==> config.mk <==
export PLATFORM = sky130hd
export DESIGN_NAME = rx_core
export DESIGN_NICKNAME = d
export VERILOG_FILES = /design/src/source/rx_pkg.sv /design/src/source/rx_core.sv /design/src/source/prbs_checker.sv /design/src/source/prbs_generator.sv /design/src/source/bit_slicer.sv /design/src/source/pi_ctl_scaler.sv /design/src/source/adc_unfold.sv
export SDC_FILE = /design/constraint.sdc
export NUM_CORES = 2
export LEC_CHECK = 0
export ABC_AREA = 0
export BUFFER_PORTS_ARGS = -buffer_cell sky130_fd_sc_hd__buf_2
export CORE_MARGIN = 2
export CORE_UTILIZATION = 54
export DETAILED_ROUTE_END_ITERATION = 12
export PLACE_DENSITY = 0.82
export SLEW_MARGIN = 5
export SYNTH_ARGS = -nofsm -noshare
export SYNTH_HDL_FRONTEND = slang
export SYNTH_SLANG_ARGS = --single-unit
==> constraint.sdc <==
create_clock -name clk_adc -period 14.1 [get_ports clk_adc]
set_input_delay 2.82 -clock clk_adc [delete_from_list [all_inputs] [get_ports clk_adc]]
set_output_delay 2.82 -clock clk_adc [all_outputs]
set_load 0.01 [all_outputs]
==> src/source/rx_pkg.sv <==
package rx_pkg;

    // interleaved adc slices per parallel word
    localparam int NTI = 16;

    // adc code width
    localparam int NADC = 8;

    // phase interpolator control word width
    localparam int NPI = 9;

    // number of phase interpolator outputs
    localparam int NOUT = 4;

    // per-output range select, scale is (sel + 1) * 16 - 1
    localparam int MAX_SEL_W = 5;

    // lfsr length shared by generator and checker
    localparam int NPRBS = 32;

    // error and total bit counters
    localparam int CNT_W = 64;

    // bit source feeding the prbs checker
    typedef enum logic {
        SRC_ADC  = 1'b0,
        SRC_BIST = 1'b1
    } rx_src_e;

    // prbs checker operation
    typedef enum logic [1:0] {
        // clear counters and history
        CHK_RESET  = 2'd0,
        // fill history, no counting
        CHK_ALIGN  = 2'd1,
        // compare and count
        CHK_TEST   = 2'd2,
        // hold counters and history
        CHK_FREEZE = 2'd3
    } chk_mode_e;

endpackage
==> src/source/rx_core.sv <==
module rx_core #(
    parameter int nti   = rx_pkg::NTI,
    parameter int nadc  = rx_pkg::NADC,
    parameter int npi   = rx_pkg::NPI,
    parameter int nout  = rx_pkg::NOUT,
    parameter int nprbs = rx_pkg::NPRBS
) (
    input  logic                         clk_adc,
    input  logic                         rst_i,
    // adc slices
    input  logic [nadc-1:0]              adc_mag_i [nti],
    input  logic [nti-1:0]               adc_sign_i,
    input  logic signed [nadc-1:0]       pfd_offset_i [nti],
    // phase interpolator control
    input  logic [npi-1:0]               pi_ctl_i [nout],
    input  logic [npi-1:0]               pi_ctl_offset_i [nout],
    input  logic [rx_pkg::MAX_SEL_W-1:0] max_sel_i [nout],
    input  logic [nout-1:0]              en_bypass_pi_i,
    input  logic [npi-1:0]               bypass_pi_i [nout],
    // slicer and source select
    input  logic signed [nadc-1:0]       slice_thresh_i,
    input  rx_pkg::rx_src_e              sel_src_i,
    // bist generator
    input  logic                         prbs_gen_cke_i,
    input  logic [nprbs-1:0]             prbs_gen_init_i,
    input  logic [nprbs-1:0]             prbs_gen_eqn_i,
    input  logic                         prbs_gen_inj_err_i,
    // prbs checker
    input  logic                         prbs_cke_i,
    input  logic [nprbs-1:0]             prbs_eqn_i,
    input  logic [nti-1:0]               prbs_chan_sel_i,
    input  logic [nti-1:0]               prbs_inv_i,
    input  rx_pkg::chk_mode_e            prbs_mode_i,
    output logic signed [nadc-1:0]       adc_code_o [nti],
    output logic [npi-1:0]               pi_ctl_o [nout],
    output logic [rx_pkg::CNT_W-1:0]     prbs_err_bits_o,
    output logic [rx_pkg::CNT_W-1:0]     prbs_total_bits_o
);

    logic [nti-1:0] rx_bits;
    logic           bist_bit;

    // unfolded codes leave the core and feed the slicer
    adc_unfold #(.nti(nti), .nadc(nadc)) u_adc_unfold (
        .clk_adc      (clk_adc),
        .rst_i        (rst_i),
        .adc_mag_i    (adc_mag_i),
        .adc_sign_i   (adc_sign_i),
        .pfd_offset_i (pfd_offset_i),
        .code_o       (adc_code_o)
    );

    bit_slicer #(.nti(nti), .nadc(nadc)) u_bit_slicer (
        .clk_adc    (clk_adc),
        .rst_i      (rst_i),
        .code_i     (adc_code_o),
        .thresh_i   (slice_thresh_i),
        .bist_bit_i (bist_bit),
        .sel_src_i  (sel_src_i),
        .rx_bits_o  (rx_bits)
    );

    prbs_generator #(.nprbs(nprbs)) u_prbs_generator (
        .clk_adc   (clk_adc),
        .rst_i     (rst_i),
        .cke_i     (prbs_gen_cke_i),
        .init_i    (prbs_gen_init_i),
        .eqn_i     (prbs_gen_eqn_i),
        .inj_err_i (prbs_gen_inj_err_i),
        .bit_o     (bist_bit)
    );

    prbs_checker #(.nti(nti), .nprbs(nprbs)) u_prbs_checker (
        .clk_adc      (clk_adc),
        .rst_i        (rst_i),
        .cke_i        (prbs_cke_i),
        .eqn_i        (prbs_eqn_i),
        .chan_sel_i   (prbs_chan_sel_i),
        .inv_i        (prbs_inv_i),
        .rx_bits_i    (rx_bits),
        .mode_i       (prbs_mode_i),
        .err_bits_o   (prbs_err_bits_o),
        .total_bits_o (prbs_total_bits_o)
    );

    // pi path is independent of the data path
    pi_ctl_scaler #(.nout(nout), .npi(npi)) u_pi_ctl_scaler (
        .clk_adc         (clk_adc),
        .rst_i           (rst_i),
        .pi_ctl_i        (pi_ctl_i),
        .pi_ctl_offset_i (pi_ctl_offset_i),
        .max_sel_i       (max_sel_i),
        .en_bypass_pi_i  (en_bypass_pi_i),
        .bypass_pi_i     (bypass_pi_i),
        .pi_ctl_o        (pi_ctl_o)
    );

endmodule

==> src/source/prbs_checker.sv <==
module prbs_checker #(
    parameter int nti   = rx_pkg::NTI,
    parameter int nprbs = rx_pkg::NPRBS
) (
    input  logic                     clk_adc,
    input  logic                     rst_i,
    // advance enable
    input  logic                     cke_i,
    // feedback taps, same as the transmitter
    input  logic [nprbs-1:0]         eqn_i,
    // slices that take part in counting
    input  logic [nti-1:0]           chan_sel_i,
    // per-slice polarity flip
    input  logic [nti-1:0]           inv_i,
    input  logic [nti-1:0]           rx_bits_i,
    input  rx_pkg::chk_mode_e        mode_i,
    output logic [rx_pkg::CNT_W-1:0] err_bits_o,
    output logic [rx_pkg::CNT_W-1:0] total_bits_o
);

    import rx_pkg::*;

    localparam int cw = $clog2(nti + 1);

    logic [nprbs-1:0] hist [nti];
    logic [nti-1:0]   rx_corr;
    logic [nti-1:0]   predicted;
    logic [nti-1:0]   err_vec;
    logic [cw-1:0]    n_err;
    logic [cw-1:0]    n_sel;

    assign rx_corr = rx_bits_i ^ inv_i;

    // each slice predicts from its own history
    always_comb begin
        for (int k = 0; k < nti; k++) begin
            predicted[k] = ^(hist[k] & eqn_i);
        end
    end

    assign err_vec = rx_corr ^ predicted;

    // popcounts over the selected slices
    always_comb begin
        n_err = '0;
        n_sel = '0;
        for (int k = 0; k < nti; k++) begin
            if (chan_sel_i[k]) begin
                n_sel = n_sel + 1'b1;
                if (err_vec[k]) begin
                    n_err = n_err + 1'b1;
                end
            end
        end
    end

    always_ff @(posedge clk_adc) begin
        if (rst_i) begin
            err_bits_o   <= '0;
            total_bits_o <= '0;
            for (int k = 0; k < nti; k++) begin
                hist[k] <= '0;
            end
        end else if (cke_i) begin
            case (mode_i)
                CHK_RESET: begin
                    err_bits_o   <= '0;
                    total_bits_o <= '0;
                    for (int k = 0; k < nti; k++) begin
                        hist[k] <= '0;
                    end
                end
                CHK_ALIGN: begin
                    for (int k = 0; k < nti; k++) begin
                        hist[k] <= {hist[k][nprbs-2:0], rx_corr[k]};
                    end
                end
                CHK_TEST: begin
                    // received bit goes into history even when wrong
                    for (int k = 0; k < nti; k++) begin
                        hist[k] <= {hist[k][nprbs-2:0], rx_corr[k]};
                    end
                    err_bits_o   <= err_bits_o + CNT_W'(n_err);
                    total_bits_o <= total_bits_o + CNT_W'(n_sel);
                end
                CHK_FREEZE: begin
                    // everything holds
                end
                default: begin
                end
            endcase
        end
    end

endmodule

==> src/source/prbs_generator.sv <==
module prbs_generator #(
    parameter int nprbs = rx_pkg::NPRBS
) (
    input  logic             clk_adc,
    input  logic             rst_i,
    // advance enable
    input  logic             cke_i,
    // state loaded while in reset
    input  logic [nprbs-1:0] init_i,
    // feedback taps
    input  logic [nprbs-1:0] eqn_i,
    // flips the outgoing bit only
    input  logic             inj_err_i,
    output logic             bit_o
);

    logic [nprbs-1:0] state;
    logic             feedback;

    // parity of the tapped state bits
    assign feedback = ^(state & eqn_i);

    always_ff @(posedge clk_adc) begin
        if (rst_i) begin
            state <= init_i;
        end else if (cke_i) begin
            // new bit enters at the low end
            state <= {state[nprbs-2:0], feedback};
        end
    end

    // injected error never touches the lfsr state,
    // so the pattern resumes cleanly on the next bit
    always_ff @(posedge clk_adc) begin
        if (rst_i) begin
            bit_o <= 1'b0;
        end else if (cke_i) begin
            bit_o <= feedback ^ inj_err_i;
        end
    end

endmodule

==> src/source/bit_slicer.sv <==
module bit_slicer #(
    parameter int nti  = rx_pkg::NTI,
    parameter int nadc = rx_pkg::NADC
) (
    input  logic                   clk_adc,
    input  logic                   rst_i,
    // unfolded codes, one per slice
    input  logic signed [nadc-1:0] code_i [nti],
    input  logic signed [nadc-1:0] thresh_i,
    // serial bist bit from the generator
    input  logic                   bist_bit_i,
    input  rx_pkg::rx_src_e        sel_src_i,
    output logic [nti-1:0]         rx_bits_o
);

    import rx_pkg::*;

    logic [nti-1:0] adc_bits;
    logic [nti-1:0] next_bits;

    // decision per slice, strictly above threshold is a one
    always_comb begin
        for (int k = 0; k < nti; k++) begin
            adc_bits[k] = (code_i[k] > thresh_i);
        end
    end

    // bist bit fans out to every slice
    always_comb begin
        case (sel_src_i)
            SRC_ADC:  next_bits = adc_bits;
            SRC_BIST: next_bits = {nti{bist_bit_i}};
            default:  next_bits = adc_bits;
        endcase
    end

    always_ff @(posedge clk_adc) begin
        if (rst_i) begin
            rx_bits_o <= '0;
        end else begin
            rx_bits_o <= next_bits;
        end
    end

endmodule

==> src/source/pi_ctl_scaler.sv <==
module pi_ctl_scaler #(
    parameter int nout = rx_pkg::NOUT,
    parameter int npi  = rx_pkg::NPI
) (
    input  logic                         clk_adc,
    input  logic                         rst_i,
    // control words from the loop, one per pi output
    input  logic [npi-1:0]               pi_ctl_i [nout],
    input  logic [npi-1:0]               pi_ctl_offset_i [nout],
    // range select per output
    input  logic [rx_pkg::MAX_SEL_W-1:0] max_sel_i [nout],
    // direct override of the control word
    input  logic [nout-1:0]              en_bypass_pi_i,
    input  logic [npi-1:0]               bypass_pi_i [nout],
    output logic [npi-1:0]               pi_ctl_o [nout]
);

    logic [npi:0]       sel_steps [nout];
    logic [npi-1:0]     scale [nout];
    logic [npi-1:0]     shifted [nout];
    logic [2*npi-1:0]   product [nout];
    logic [npi-1:0]     next_ctl [nout];

    always_comb begin
        for (int j = 0; j < nout; j++) begin
            // scale = (sel + 1) * 16 - 1, one spare bit for sel at max
            sel_steps[j] = (npi + 1)'(max_sel_i[j]) + 1'b1;
            scale[j]     = npi'((sel_steps[j] << 4) - 1'b1);
            // offset wraps at npi bits before scaling
            shifted[j]   = pi_ctl_i[j] + pi_ctl_offset_i[j];
            product[j]   = (2*npi)'(shifted[j]) * (2*npi)'(scale[j]);
            if (en_bypass_pi_i[j]) begin
                next_ctl[j] = bypass_pi_i[j];
            end else begin
                next_ctl[j] = product[j][2*npi-1:npi];
            end
        end
    end

    always_ff @(posedge clk_adc) begin
        if (rst_i) begin
            for (int j = 0; j < nout; j++) begin
                pi_ctl_o[j] <= '0;
            end
        end else begin
            for (int j = 0; j < nout; j++) begin
                pi_ctl_o[j] <= next_ctl[j];
            end
        end
    end

endmodule

==> src/source/adc_unfold.sv <==
module adc_unfold #(
    parameter int nti  = rx_pkg::NTI,
    parameter int nadc = rx_pkg::NADC
) (
    input  logic                   clk_adc,
    input  logic                   rst_i,
    // per-slice magnitude and sign from the adc
    input  logic [nadc-1:0]        adc_mag_i [nti],
    input  logic [nti-1:0]         adc_sign_i,
    // per-slice pfd offset to remove
    input  logic signed [nadc-1:0] pfd_offset_i [nti],
    output logic signed [nadc-1:0] code_o [nti]
);

    logic signed [nadc-1:0] folded [nti];
    logic signed [nadc-1:0] corrected [nti];

    for (genvar k = 0; k < nti; k++) begin : g_slice

        // sign high means a positive sample
        assign folded[k] = adc_sign_i[k] ? $signed(adc_mag_i[k])
                                         : -$signed(adc_mag_i[k]);

        // wraps to nadc bits
        assign corrected[k] = folded[k] - pfd_offset_i[k];

        always_ff @(posedge clk_adc) begin
            if (rst_i) begin
                code_o[k] <= '0;
            end else begin
                code_o[k] <= corrected[k];
            end
        end

    end

endmodule

==> results.md <==
Die
* 0.544 — initial cell density of the core
* 840 — I/O pin count
* 114000 sq um — Die ar.
* 122 — Core Rows
* 338 um — y dimension of the die
* 338 um — horizontal die dimension
* 111000 sq um — Core Region

Global route
* 0 — total overflow reported by the global router
* 48500 — vias in the first global route
* 40 — antenna violations before repair
* 266000 um — global-route wire length before repair
* 0.298 — Tot GR Track Use
* 153 — maximum number of pins on one net before global-route repair

Yosys
* 0.255 — area share of the largest cell type after synthesis
* sky130_fd_sc_hd__edfxtp_1 — predominant post-synthesis flop cell
* 6267 — gate count of the mapped netlist
* sky130_fd_sc_hd__edfxtp_1 (25%), sky130_fd_sc_hd__dfxtp_1 (11%), sky130_fd_sc_hd__xnor2_1 (10%), sky130_fd_sc_hd__ha_1 (9.8%), sky130_fd_sc_hd__fa_1 (7.2%) — top area cells in the synthesized netlist
* sky130_fd_sc_hd__edfxtp_1 — largest area contributor in the synthesized netlist
* 7505 — number of nets in the synthesized netlist
* 0.368 — proportion of synthesized chip area in sequential cells
* 0 — YS warnings
* 9.63 sq um — synthesized area per cell
* 0 — share of async-settable or async-resettable flops after synthesis
* 87 — count of distinct cell types in the synthesized netlist
* 60300 sq um — netlist area before placement
* 853 — Seq cells post-synth
* 512 — number of enable flip-flop cells after synthesis

Clocking
* sky130_fd_sc_hd__clkbuf_16 — root buf cell
* 0 — number of buffers inserted by hold repair at cts
* 3 — Max Buffers Root-to-Sink
* 0.06 ns — Reg clk slew, reported paths
* 93 — CTS Buf Count
* 3 — Max H-tree Level
* yes — CTS tree
* 853 — count of clock tree sinks
* 0.72 ns — clock network latency to the later pin of the worst-skew pair

Worst hold path
* u_prbs_checker.total_bits_o[4] — Min-Delay Startpoint
* flip-flop to flip-flop — classification of the worst-slack hold path

Timing
* 0.0731 GHz — Max Clk Rate
* 0 — number of failing setup endpoints in the final timing report
* 0 — Final Hold Violating Endpoints
* 0.215 — worst slew margin relative to its limit
* true — RSZ-0062 raised after global routing
* 13.69 ns — Period minus WS final
* 0.483 ns — worst hold slack
* 0.0848 ns — clock skew after layout
* 0.971 — final critical-path share of the clock period
* 0 — Final Slew Violations
* 1.18 ns — slew at the pin closest to its max-slew limit

Place
* 67000 sq um — Placement Cell Area
* 0.960 — routability congestion estimate
* 839 — number of port buffers
* 8542 — number of placed instances, taps included
* 131000 um — final HPWL from detailed placement

Setup path
* 0.39 ns — maximum cell stage delay along the critical path
* 14.22 ns — Crit path arrival time
* sky130_fd_sc_hd__xnor3_1 — Critical-path top delay cell
* u_prbs_checker.hist[0][8] — Crit Reg-Reg Startpoint
* flip-flop — Critical Path Sink Type
* input port to flip-flop — Crit Path Category
* prbs_eqn_i[27] — timing startpoint of the critical path
* sky130_fd_sc_hd__xnor2_1 — Most common cell on crit path
* 14.63 ns — CP required
* simple AND/OR/NAND/NOR gates — family of cells with the greatest summed delay on the critical path
* 8 — CP bufs+invs
* 2.15 ns — register-to-register setup slack
* 4 — CP Max Fanout
* input port — kind of start point of the critical path

Route
* 47900 — via count
* 5.47 — mean number of vias per cell
* 3773 — violation count after the first detailed-route iteration
* 6 — drt pass-1 iters
* 176000 um — final routed wirelength across all metal layers
* 20.0 um — average routed wire per standard cell
* 0 — remaining design rule violation count
* 0 — number of routed nets with antenna violations

Cells and area
* 0.639 — end-of-flow core utilization
* 0.184 — share of layout cells above drive strength 1
* 8761 — non-filler instance count after layout
* 17.3% — area growth from synthesis to layout
* 70800 sq um — final std cell area, no fill
* sky130_fd_sc_hd__buf_2 (832), sky130_fd_sc_hd__nand2_1 (775), sky130_fd_sc_hd__xnor2_1 (692) — commonest non-fill, non-tap cells in the layout
* sky130_fd_sc_hd__buf_2 — most common library cell in the layout ignoring fill and taps
* 8789 — Filler Cell Count
* 8403 — Post-layout nets
* 35600 sq um — multi-input combinational cell area
* 22200 sq um — sequential cell area

Run
* 0 — max capacitance violation total

Run status
* finished clean — status

Power and ir drop
* 17200 uW — Pwr Total
* 0.0324 uW — leakage power of the design
* 0.000370 V — Worst VDD drop
* 243 nW/um^2 — power density normalized to cell area

[kinds of logic (layout without fill, tap and decap cells)]
logic type      after synthesis  count (layout)  synth area share
other cells                   0              31                 0
flops                       853             853             0.368
compound gates              679             679            0.0727
mux                          80              80            0.0145
simple gates               2139            2139             0.167
fa+ha+maj                   690             690             0.170
xor+xnor                   1032            1032             0.157
buf+inv                     794            1769            0.0504
[final timing paths]
check,end,depth (start not counted)
hold / removal,u_prbs_checker.total_bits_o[4],2
setup / recovery,u_prbs_checker.err_bits_o[62],66
hold reg to reg,u_prbs_checker.total_bits_o[4],2
setup reg to reg,u_prbs_checker.err_bits_o[62],65
[metrics by stage]
step,setup TNS [ns],worst slack (ns)
detailed placement,-4.97,-0.495
finish,0,0.412
global placement,-0.875,-0.194
global route,-0.577,-0.104
floorplan,-0.0536,-0.0476
CTS,0,0.213
[worst register-to-register path, delay by kind of cell (launching register included)]
kind,cells,cell delay [ns]
and+or+nand+nor,23,3.38
adders and majority gates,10,2.79
xor gates and xnor gates,11,2.16
AOI/OAI and AO/OA,12,1.82
buffers and inverters,7,0.58
muxes,2,0.57
DFF,1,0.43
[report_power, final]
| part | leakage [uW] | internal, uW | total, uW | switching, uW |
|---|---|---|---|---|
| logic | 0.0225 | 5260 | 11500 | 6210 |
| registers | 0.00835 | 2890 | 3030 | 142 |
| clock network | 0.00162 | 1580 | 2680 | 1110 |
| total | 0.0324 | 9730 | 17200 | 7460 |
[synthesized netlist by cell type (6+ instances only)]
cell and count:
sky130_fd_sc_hd__buf_2 27, sky130_fd_sc_hd__o31a_1 6, sky130_fd_sc_hd__a211oi_1 10, sky130_fd_sc_hd__buf_1 6
sky130_fd_sc_hd__nand3_1 75, sky130_fd_sc_hd__a22oi_1 35, sky130_fd_sc_hd__mux2i_1 22, sky130_fd_sc_hd__xnor3_1 16
sky130_fd_sc_hd__clkbuf_1 158, sky130_fd_sc_hd__buf_4 7, sky130_fd_sc_hd__a21o_1 153, sky130_fd_sc_hd__nor2_1 483
sky130_fd_sc_hd__o21ai_0 100, sky130_fd_sc_hd__dfxtp_1 341, sky130_fd_sc_hd__ha_1 472, sky130_fd_sc_hd__nor2b_1 65
sky130_fd_sc_hd__and3_1 25, sky130_fd_sc_hd__nor3b_1 7, sky130_fd_sc_hd__or3_1 22, sky130_fd_sc_hd__nand2b_1 27
sky130_fd_sc_hd__a31oi_1 48, sky130_fd_sc_hd__o211ai_1 17, sky130_fd_sc_hd__xor2_1 299, sky130_fd_sc_hd__o22ai_1 12
sky130_fd_sc_hd__inv_1 595, sky130_fd_sc_hd__nand4_1 44, sky130_fd_sc_hd__o21a_1 27, sky130_fd_sc_hd__edfxtp_1 512
sky130_fd_sc_hd__o21bai_1 33, sky130_fd_sc_hd__and4_1 13, sky130_fd_sc_hd__mux2_2 57, sky130_fd_sc_hd__xnor2_1 701
sky130_fd_sc_hd__or2_2 8, sky130_fd_sc_hd__and2_1 506, sky130_fd_sc_hd__nor3_1 52, sky130_fd_sc_hd__nand2_1 793
sky130_fd_sc_hd__a21oi_1 190, sky130_fd_sc_hd__fa_1 218
[layer usage]
metal | vias to the layer above | track usage | share of wire
met5 | - | 0 | 0.00052
met4 | 14 | 0.198 | 0.074
met3 | 578 | 0.0559 | 0.084
met2 | 1963 | 0.507 | 0.48
met1 | 23000 | 0.342 | 0.36
li1 | 22300 | - | -
[final cells by class]
cell class	count	share of cell area
Antenna cell	31	0.00110
Clock buffer	112	0.0353
Clock inverter	60	0.0124
Inverter	596	0.0316
Multi-Input combinational cell	4620	0.503
Sequential cell	853	0.314
Tap cell	1488	0.0263
Timing Repair Buffer	1001	0.0771
[sequential cells by signal, indices dropped and copies added (netlist names)]
name,cells
u_prbs_checker.err_bits_o,64
u_prbs_checker.hist,512
u_pi_ctl_scaler.pi_ctl_o,36
u_prbs_generator.state,32
u_prbs_checker.total_bits_o,64
u_bit_slicer.rx_bits_o,16
u_prbs_generator.bit_o,1
u_adc_unfold.code_o,128
[repair_timing]
action	4_1_cts	5_1_grt
hold endpoints to repair	0	0
resized for setup	0	60
setup endpoints to repair	0	41
setup buffers	0	16
No activity file was read; power rests on OpenSTA's default activity.
